## src/cbp_consts.svh

```systemverilog
`ifndef CBP_CONSTS_SVH
`define CBP_CONSTS_SVH

// ********************************************************************
// predictor sizes
// ********************************************************************

// program counter width
`define CBP_PC_WIDTH 32

// global history length, also the width of every table index
`define CBP_HIST_WIDTH 8

// entries per counter table, 2**CBP_HIST_WIDTH
`define CBP_TABLE_DEPTH 256

// instructions are word aligned so the two low pc bits carry nothing
`define CBP_IDX_LSB 2

// ********************************************************************
// counter encoding
// ********************************************************************

// weakly not-taken, prefer local
`define CBP_CTR_RESET 1

`endif

```

## src/cbp_pkg.sv

```systemverilog
`default_nettype none

`include "cbp_consts.svh"

package cbp_pkg;

	// ********************************************************************
	// shared predictor types
	// ********************************************************************

	// fetch or commit address
	typedef logic [`CBP_PC_WIDTH-1:0] pc_t;

	// speculative global history
	// newest outcome sits in bit 0
	typedef logic [`CBP_HIST_WIDTH-1:0] hist_t;

	// index into the local, global and chooser tables
	typedef logic [`CBP_HIST_WIDTH-1:0] idx_t;

	// two-bit saturating counter
	// 2 and 3 mean taken, for the chooser prefer global
	// 0 and 1 mean not-taken, for the chooser prefer local
	typedef logic [1:0] ctr_t;

endpackage

`default_nettype wire

```

## src/sat_counter_table.sv

```systemverilog
`timescale 1ns/100ps
`default_nettype none

`include "cbp_consts.svh"

module sat_counter_table (
	input  wire logic          clk_i,
	input  wire logic          rst_i,
	// lookup side
	input  cbp_pkg::idx_t      rd_idx_i,
	output cbp_pkg::ctr_t      rd_ctr_o,
	// training side
	input  wire logic          wr_en_i,
	input  cbp_pkg::idx_t      wr_idx_i,
	input  wire logic          wr_up_i
);

	// counter storage
	cbp_pkg::ctr_t table_q [`CBP_TABLE_DEPTH];

	cbp_pkg::ctr_t wr_cur_ctr;
	cbp_pkg::ctr_t wr_nxt_ctr;

	// ********************************************************************
	// read port
	// ********************************************************************

	// combinational read, a write in this cycle is not seen yet
	assign rd_ctr_o = table_q[rd_idx_i];

	// ********************************************************************
	// update port
	// ********************************************************************

	assign wr_cur_ctr = table_q[wr_idx_i];

	// one step toward taken or not-taken, saturating at 0 and 3
	always_comb begin
		wr_nxt_ctr = wr_cur_ctr;
		if (wr_up_i) begin
			if (wr_cur_ctr != 2'd3) begin
				wr_nxt_ctr = wr_cur_ctr + 2'd1;
			end
		end else begin
			if (wr_cur_ctr != 2'd0) begin
				wr_nxt_ctr = wr_cur_ctr - 2'd1;
			end
		end
	end

	always_ff @(posedge clk_i) begin
		if (rst_i) begin
			// every entry back to weakly not-taken
			for (int i = 0; i < `CBP_TABLE_DEPTH; i++) begin
				table_q[i] <= cbp_pkg::ctr_t'(`CBP_CTR_RESET);
			end
		end else if (wr_en_i) begin
			table_q[wr_idx_i] <= wr_nxt_ctr;
		end
	end

endmodule

`default_nettype wire

```

## src/global_history.sv

```systemverilog
`timescale 1ns/100ps
`default_nettype none

`include "cbp_consts.svh"

module global_history (
	input  wire logic          clk_i,
	input  wire logic          rst_i,
	// fetch side
	input  wire logic          lookup_valid_i,
	input  wire logic          predict_taken_i,
	// execute side
	input  wire logic          resolve_valid_i,
	input  cbp_pkg::hist_t     resolve_history_i,
	input  wire logic          resolve_predict_i,
	input  wire logic          resolve_taken_i,
	// current speculative history
	output cbp_pkg::hist_t     history_o
);

	cbp_pkg::hist_t history_q;
	cbp_pkg::hist_t history_d;

	logic mispredict;

	// a correct resolve leaves the history alone
	assign mispredict = resolve_valid_i & (resolve_predict_i != resolve_taken_i);

	// ********************************************************************
	// next history
	// ********************************************************************

	always_comb begin
		history_d = history_q;
		if (mispredict) begin
			// rebuild from the history the branch saw plus its real outcome
			history_d = {resolve_history_i[`CBP_HIST_WIDTH-2:0], resolve_taken_i};
		end else if (lookup_valid_i) begin
			// speculative shift with the chosen prediction
			history_d = {history_q[`CBP_HIST_WIDTH-2:0], predict_taken_i};
		end
	end

	always_ff @(posedge clk_i) begin
		if (rst_i) begin
			history_q <= '0;
		end else begin
			history_q <= history_d;
		end
	end

	assign history_o = history_q;

endmodule

`default_nettype wire

```

## src/predict_select.sv

```systemverilog
`timescale 1ns/100ps
`default_nettype none

`include "cbp_consts.svh"

module predict_select (
	// lookup address and current history
	input  cbp_pkg::pc_t       lookup_pc_i,
	input  cbp_pkg::hist_t     history_i,
	// counters read from the three tables
	input  cbp_pkg::ctr_t      local_ctr_i,
	input  cbp_pkg::ctr_t      global_ctr_i,
	input  cbp_pkg::ctr_t      chooser_ctr_i,
	// read indices, the chooser shares the local one
	output cbp_pkg::idx_t      local_idx_o,
	output cbp_pkg::idx_t      global_idx_o,
	// component and final predictions
	output logic               local_predict_o,
	output logic               global_predict_o,
	output logic               predict_taken_o
);

	cbp_pkg::idx_t pc_idx;
	logic          prefer_global;

	// ********************************************************************
	// lookup indices
	// ********************************************************************

	// word address bits of the fetch pc
	assign pc_idx = lookup_pc_i[`CBP_IDX_LSB +: `CBP_HIST_WIDTH];

	assign local_idx_o  = pc_idx;

	// gshare style hash
	assign global_idx_o = pc_idx ^ history_i;

	// ********************************************************************
	// direction and choice
	// ********************************************************************

	// upper counter bit gives the direction
	assign local_predict_o  = local_ctr_i[1];
	assign global_predict_o = global_ctr_i[1];

	// chooser in the upper half trusts global
	assign prefer_global = chooser_ctr_i[1];

	always_comb begin
		if (prefer_global) begin
			predict_taken_o = global_predict_o;
		end else begin
			predict_taken_o = local_predict_o;
		end
	end

endmodule

`default_nettype wire

```

## src/predictor_update.sv

```systemverilog
`timescale 1ns/100ps
`default_nettype none

`include "cbp_consts.svh"

module predictor_update (
	// committed branch
	input  wire logic          train_valid_i,
	input  cbp_pkg::pc_t       train_pc_i,
	input  cbp_pkg::hist_t     train_history_i,
	input  wire logic          train_taken_i,
	// component predictions seen at lookup
	input  wire logic          train_local_predict_i,
	input  wire logic          train_global_predict_i,
	// write indices
	output cbp_pkg::idx_t      local_idx_o,
	output cbp_pkg::idx_t      global_idx_o,
	// write enables and chooser direction
	output logic               counter_en_o,
	output logic               chooser_en_o,
	output logic               chooser_up_o
);

	cbp_pkg::idx_t pc_idx;
	logic          components_differ;
	logic          global_correct;

	// ********************************************************************
	// training indices
	// ********************************************************************

	// same hash as at lookup, with the history the branch used then
	assign pc_idx = train_pc_i[`CBP_IDX_LSB +: `CBP_HIST_WIDTH];

	assign local_idx_o  = pc_idx;
	assign global_idx_o = pc_idx ^ train_history_i;

	// ********************************************************************
	// write control
	// ********************************************************************

	// local and global learn from every committed branch
	assign counter_en_o = train_valid_i;

	// chooser only learns when the two components disagree
	assign components_differ = train_local_predict_i ^ train_global_predict_i;

	assign global_correct = (train_global_predict_i == train_taken_i);

	always_comb begin
		chooser_en_o = 1'b0;
		if (train_valid_i && components_differ) begin
			chooser_en_o = 1'b1;
		end
	end

	// up means trust global more
	assign chooser_up_o = global_correct;

endmodule

`default_nettype wire

```

## src/branch_predictor.sv

```systemverilog
`timescale 1ns/100ps
`default_nettype none

`include "cbp_consts.svh"

module branch_predictor (
	input  wire logic          clk_i,
	input  wire logic          rst_i,
	// lookup, from fetch
	input  wire logic          lookup_valid_i,
	input  cbp_pkg::pc_t       lookup_pc_i,
	// resolve, from execute
	input  wire logic          resolve_valid_i,
	input  cbp_pkg::hist_t     resolve_history_i,
	input  wire logic          resolve_predict_i,
	input  wire logic          resolve_taken_i,
	// train, from commit
	input  wire logic          train_valid_i,
	input  cbp_pkg::pc_t       train_pc_i,
	input  cbp_pkg::hist_t     train_history_i,
	input  wire logic          train_taken_i,
	input  wire logic          train_local_predict_i,
	input  wire logic          train_global_predict_i,
	// lookup results, same cycle
	output logic               predict_taken_o,
	output logic               local_predict_o,
	output logic               global_predict_o,
	output cbp_pkg::hist_t     lookup_history_o
);

	// ********************************************************************
	// internal wires
	// ********************************************************************

	// history
	cbp_pkg::hist_t history;

	// lookup path
	cbp_pkg::idx_t  rd_local_idx;
	cbp_pkg::idx_t  rd_global_idx;
	cbp_pkg::ctr_t  local_ctr;
	cbp_pkg::ctr_t  global_ctr;
	cbp_pkg::ctr_t  chooser_ctr;
	logic           predict_taken;

	// training path
	cbp_pkg::idx_t  wr_local_idx;
	cbp_pkg::idx_t  wr_global_idx;
	logic           counter_en;
	logic           chooser_en;
	logic           chooser_up;

	// ********************************************************************
	// speculative history
	// ********************************************************************

	global_history global_history_i (
		.clk_i              (clk_i),
		.rst_i              (rst_i),
		.lookup_valid_i     (lookup_valid_i),
		.predict_taken_i    (predict_taken),
		.resolve_valid_i    (resolve_valid_i),
		.resolve_history_i  (resolve_history_i),
		.resolve_predict_i  (resolve_predict_i),
		.resolve_taken_i    (resolve_taken_i),
		.history_o          (history)
	);

	// ********************************************************************
	// lookup
	// ********************************************************************

	predict_select predict_select_i (
		.lookup_pc_i        (lookup_pc_i),
		.history_i          (history),
		.local_ctr_i        (local_ctr),
		.global_ctr_i       (global_ctr),
		.chooser_ctr_i      (chooser_ctr),
		.local_idx_o        (rd_local_idx),
		.global_idx_o       (rd_global_idx),
		.local_predict_o    (local_predict_o),
		.global_predict_o   (global_predict_o),
		.predict_taken_o    (predict_taken)
	);

	assign predict_taken_o  = predict_taken;
	assign lookup_history_o = history;

	// ********************************************************************
	// training
	// ********************************************************************

	predictor_update predictor_update_i (
		.train_valid_i          (train_valid_i),
		.train_pc_i             (train_pc_i),
		.train_history_i        (train_history_i),
		.train_taken_i          (train_taken_i),
		.train_local_predict_i  (train_local_predict_i),
		.train_global_predict_i (train_global_predict_i),
		.local_idx_o            (wr_local_idx),
		.global_idx_o           (wr_global_idx),
		.counter_en_o           (counter_en),
		.chooser_en_o           (chooser_en),
		.chooser_up_o           (chooser_up)
	);

	// ********************************************************************
	// counter tables
	// ********************************************************************

	// per pc
	sat_counter_table local_table (
		.clk_i      (clk_i),
		.rst_i      (rst_i),
		.rd_idx_i   (rd_local_idx),
		.rd_ctr_o   (local_ctr),
		.wr_en_i    (counter_en),
		.wr_idx_i   (wr_local_idx),
		.wr_up_i    (train_taken_i)
	);

	// pc hashed with history
	sat_counter_table global_table (
		.clk_i      (clk_i),
		.rst_i      (rst_i),
		.rd_idx_i   (rd_global_idx),
		.rd_ctr_o   (global_ctr),
		.wr_en_i    (counter_en),
		.wr_idx_i   (wr_global_idx),
		.wr_up_i    (train_taken_i)
	);

	// chooser shares the local index
	sat_counter_table chooser_table (
		.clk_i      (clk_i),
		.rst_i      (rst_i),
		.rd_idx_i   (rd_local_idx),
		.rd_ctr_o   (chooser_ctr),
		.wr_en_i    (chooser_en),
		.wr_idx_i   (wr_local_idx),
		.wr_up_i    (chooser_up)
	);

endmodule

`default_nettype wire

```

## config.mk

```make
export PLATFORM = sky130hd
export DESIGN_NAME = branch_predictor
export DESIGN_NICKNAME = d
export VERILOG_FILES = /design/src/cbp_pkg.sv /design/src/sat_counter_table.sv /design/src/global_history.sv /design/src/predict_select.sv /design/src/predictor_update.sv /design/src/branch_predictor.sv
export VERILOG_INCLUDE_DIRS = /design/src
export SDC_FILE = /design/constraint.sdc
export NUM_CORES = 2
export LEC_CHECK = 0
export BUFFER_PORTS_ARGS = -buffer_cell sky130_fd_sc_hd__buf_2
export CAP_MARGIN = 20
export CORE_MARGIN = 2
export CORE_UTILIZATION = 40
export DETAILED_ROUTE_END_ITERATION = 7
export PLACE_DENSITY = 0.66
export SLEW_MARGIN = 25
export SYNTH_ARGS = -nofsm -noshare
export SYNTH_HDL_FRONTEND = slang
export SYNTH_HIERARCHICAL = 1
export SYNTH_SLANG_ARGS = --single-unit
```

## constraint.sdc

```tcl
create_clock -name clk_i -period 7.4 [get_ports clk_i]
set_input_delay 0.74 -clock clk_i [delete_from_list [all_inputs] [get_ports clk_i]]
set_output_delay 0.74 -clock clk_i [all_outputs]
set_load 0.005 [all_outputs]
```

Word level (Yosys, flattened, before mapping)
Memory sizes are Yosys's and may differ from the RTL's.
Index checks and enable logic that the tools add are counted.
Widths: inputs -> output; s select.

cells by class
  add/sub/neg operators = 6
  equality and inequality tests = 5
  muxes and demuxes = 30
  bitwise gates (word level) = 4
  reduce and logical (&&, ||, !) cells = 8

operators with widths
  cell                 count
  $mux 8               5
  $mux 2               12
  $xor 8x8->8          2
  $mux 1               13
  $reduce_bool 2->1    4
  $add 2x1->2 const B  3
  $ne 2x2->1 const B   3
  $reduce_or 2->1      3
  $sub 2x1->2 const B  3
  $and 1x1->1          1
  $eq 1x1->1           1
  $logic_and 1x1->1    1
  $ne 1x1->1           1
  $xor 1x1->1          1

storage, ports and cells
  register bits after elaboration = 8
  memory bits (writable) = 1536
  logic and storage cells = 57
  memories = 3

memories
  memory                 words  width  read ports  clocked after memory_dff  write ports  RTL line                 source
  chooser_table.table_q  256    2      2           0                         256          sat_counter_table.sv:19  cbp_pkg::ctr_t table_q [`CBP_TABLE_DEPTH];
  global_table.table_q   256    2      2           0                         256          sat_counter_table.sv:19
  local_table.table_q    256    2      2           0                         256          sat_counter_table.sv:19

Logic depth before layout (Yosys ltp)
  depth in word-level cells = 8
  depth in mapped cells = 18
  mapped depth without buffers = 9

Cells and area by module
Netlist, hierarchy kept.

modules (own cells, without submodules)
  module                                 instances  cells an instance  area each (um2)  sequential area each (um2)
  sat_counter_table at global_table ...  2          2204               30521.8          15374.7
  sat_counter_table at chooser_table     1          2326               29794.8          15374.7
  global_history                         1          48                 452.9            160.2
  predictor_update                       1          20                 161.4            0.0
  predict_select                         1          19                 160.2            0.0

Worst setup path before layout
Ideal clock, no wire load.

  path kind = input -> output
  from = input port lookup_pc_i[2]
  to = output port predict_taken_o
  arrival = 4.147 ns
  setup slack = 2.513 ns
  cell stages on the path = 8
  cells stage by stage = buf_4 clkbuf_1 buf_1 mux4_2 mux4_2 mux4_2 mux4_2 mux2_4

between the ends
  elaborated cells between the ends (all ways) = 5
  those cells by class = 1 x mux; 1 x bitwise; 3 x memory

RTL lines
  element             RTL line                source
  start: declaration  branch_predictor.sv:11  input cbp_pkg::pc_t lookup_pc_i,
  $mem_v2 256x2       --
  via chooser_ctr[1]  branch_predictor.sv:43  cbp_pkg::ctr_t chooser_ctr;
  $mux 1              predict_select.sv:50    if (prefer_global) begin
  end: declaration    branch_predictor.sv:25  output logic predict_taken_o,

The timed path passes the listed nets, and every way through them passes these cells.

Final worst setup path
  from = register global_history_i.history_q[0] (netlist: global_history_i/history_o[0])
  to = output port predict_taken_o

between the ends
  cells in the longest elaborated chain, start to end = 3

RTL lines
  element                   RTL line                source
  start: declaration        global_history.sv:21    cbp_pkg::hist_t history_q;
  start signal: assignment  global_history.sv:48    history_q <= history_d;
  $xor 8x8->8               predict_select.sv:36    assign global_idx_o = pc_idx ^ history_i;
  via rd_global_idx[0]      branch_predictor.sv:40  cbp_pkg::idx_t rd_global_idx;
  $mem_v2 256x2             --
  $mux 1                    predict_select.sv:50

The timed path passes the listed nets, and every way through them passes these cells.

==> results.json <==
{
  "hold_class": "in -> reg",
  "rsz0062_at_grt": "no",
  "fmax_mhz": 163.4,
  "clockBufferDepth": 3,
  "nFillCells": 19220,
  "gp_congestion": 0.9075,
  "leakage_nw": 29.45,
  "relSlewSlack": 0.2110,
  "crit_required_ns": 6.66,
  "drtAntennaViolNets": 0,
  "cts_resized": 0,
  "vias": 59930,
  "pre_cts_ws_ns": 1.549,
  "cts_hold_buf": 0,
  "fin_tns_setup_ns": 0,
  "final_common_cell": "edfxtp_1",
  "worstPathArrival_ns": 5.38,
  "tritoncts": "done",
  "ff_latch_area_um2": 46280,
  "overflow": 0,
  "path_class": "reg -> out",
  "port_buffers": 51,
  "maxCapViolCount": 0,
  "yosysWarnings": 6,
  "path_clk_slew_ns": 0.06,
  "dieHeight_um": 467.3,
  "powerDensity_nw_per_um2": 231.9,
  "nNetsFinal": 6183,
  "finClkSkew_ns": 0.08214,
  "holdWs_ns": 0.1476,
  "area_delta_synth_final_pct": 8.434,
  "drcViolationCount": 0,
  "multi_input_area_um2": 35380,
  "grt_pass1_vias": 59070,
  "htreeDepth": 4,
  "setup_violations": 0,
  "fin_ws_ns": 1.281,
  "critPathCaptureType": "primary output",
  "via_per_inst": 6.601,
  "start_util": 0.4013,
  "syn-num-nets": 6656,
  "avgSynthCellArea_um2": 13.08,
  "die_width_um": 467.3,
  "crit_fanout": 10,
  "final_cell_mix": "1536 x edfxtp_1, 806 x nand3_1, 576 x mux4_2, 572 x a21o_1, 468 x nor3_1",
  "synthCells": 6566,
  "firstDrtPassIters": 7,
  "finalCritPeriodShare": 0.8269,
  "start_kind": "register",
  "worst-slew-pin-transition_ns": 1.181,
  "wl_per_cell_um": 30.53,
  "postCtsSetupRepairBufs": 0,
  "grt_pass1_wl_um": 403000,
  "core-area_um2": 214000,
  "clk_latency_ns": 0.84,
  "dieArea_um2": 218400,
  "totalWireLength_um": 277100,
  "status": "complete, no violations",
  "clock_sinks": 1544,
  "final_util": 0.4351,
  "ios": 101,
  "p_total_w": 0.02160,
  "synth_area_um2": 85870,
  "cts-root-buf": "clkbuf_16",
  "drt_iter0_drc": 8094,
  "antenna_found_initial": 8,
  "finalHoldViolCount": 0,
  "finalMaxSlewViolations": 0,
  "hpwlAfterDp_um": 169600,
  "drive_gt1_frac": 0.2362,
  "min_period_ns": 6.119,
  "cts_buffers": 172,
  "grt_max_degree": 177,
  "ir_worst_vdd_uv": 237.7,
  "grt.total_usage": 0.2493,
  "rows": 170
}
area by class of cell:
| cell class | instances | share of cell area |
|---|---|---|
| Tap cell | 2838 | 0.03814 |
| Inverter | 5 | 0.0002016 |
| Sequential cell | 1544 | 0.4971 |
| Clock inverter | 89 | 0.008116 |
| Antenna cell | 13 | 0.0003494 |
| Timing Repair Buffer | 287 | 0.02736 |
| Multi-Input combinational cell | 4083 | 0.3799 |
| Clock buffer | 219 | 0.04881 |
layer usage:
metal  global-route usage  up-vias  routed length [um]
met3              0.05112      776               32010
met1               0.3204    30460               97730
met5                    0        -                  13
met2               0.3942     4259              129700
li1                     -    24430                   -
met4               0.1400        2               17670
through the flow:
stage / instance area (um2) / std cells
final: 93110 / 9078
after global routing: 93110 / 9076
after CTS: 93020 / 9063
after detailed placement: 87720 / 8755
after global placement: 87540 / 8752
after floorplan: 85870 / 6566
registers in the layout, summed over array words and instances (netlist names):
signal / count
global_table/table_q: 512
chooser_table/table_q: 512
global_history_i/history_o: 8
local_table/table_q: 512
final timing paths:
check / startpoint / endpoint / slack, ns / depth (start not counted)
worst min-delay path: resolve_history_i[2] / global_history_i/history_o[3] / 0.15 / 3
worst max register to register: global_history_i/history_o[0] / global_history_i/history_o[0] / 2.36 / 11
worst min register to register: global_history_i/history_o[2] / global_history_i/history_o[3] / 0.66 / 3
worst max-delay path: global_history_i/history_o[0] / predict_taken_o / 1.28 / 9
critical path, cell delays in order (launching register included):
cell and delay [ns]:
dfxtp_1 0.31, buf_4 0.26, xor2_4 0.74, buf_4 0.37, mux4_2 0.57, mux4_2 0.54
mux4_2 0.60, mux4_2 0.63, mux2_4 0.33, buf_2 0.13
where the power goes:
group	total (W)	switching [W]	leakage (nW)	internal, W
registers	0.00990	0.000105	13.7	0.00979
logic	0.00343	0.00231	13.1	0.00112
clock network	0.00827	0.00371	2.57	0.00456
total	0.0216	0.00612	29.4	0.0155
Power figures use the tool's default switching activity.
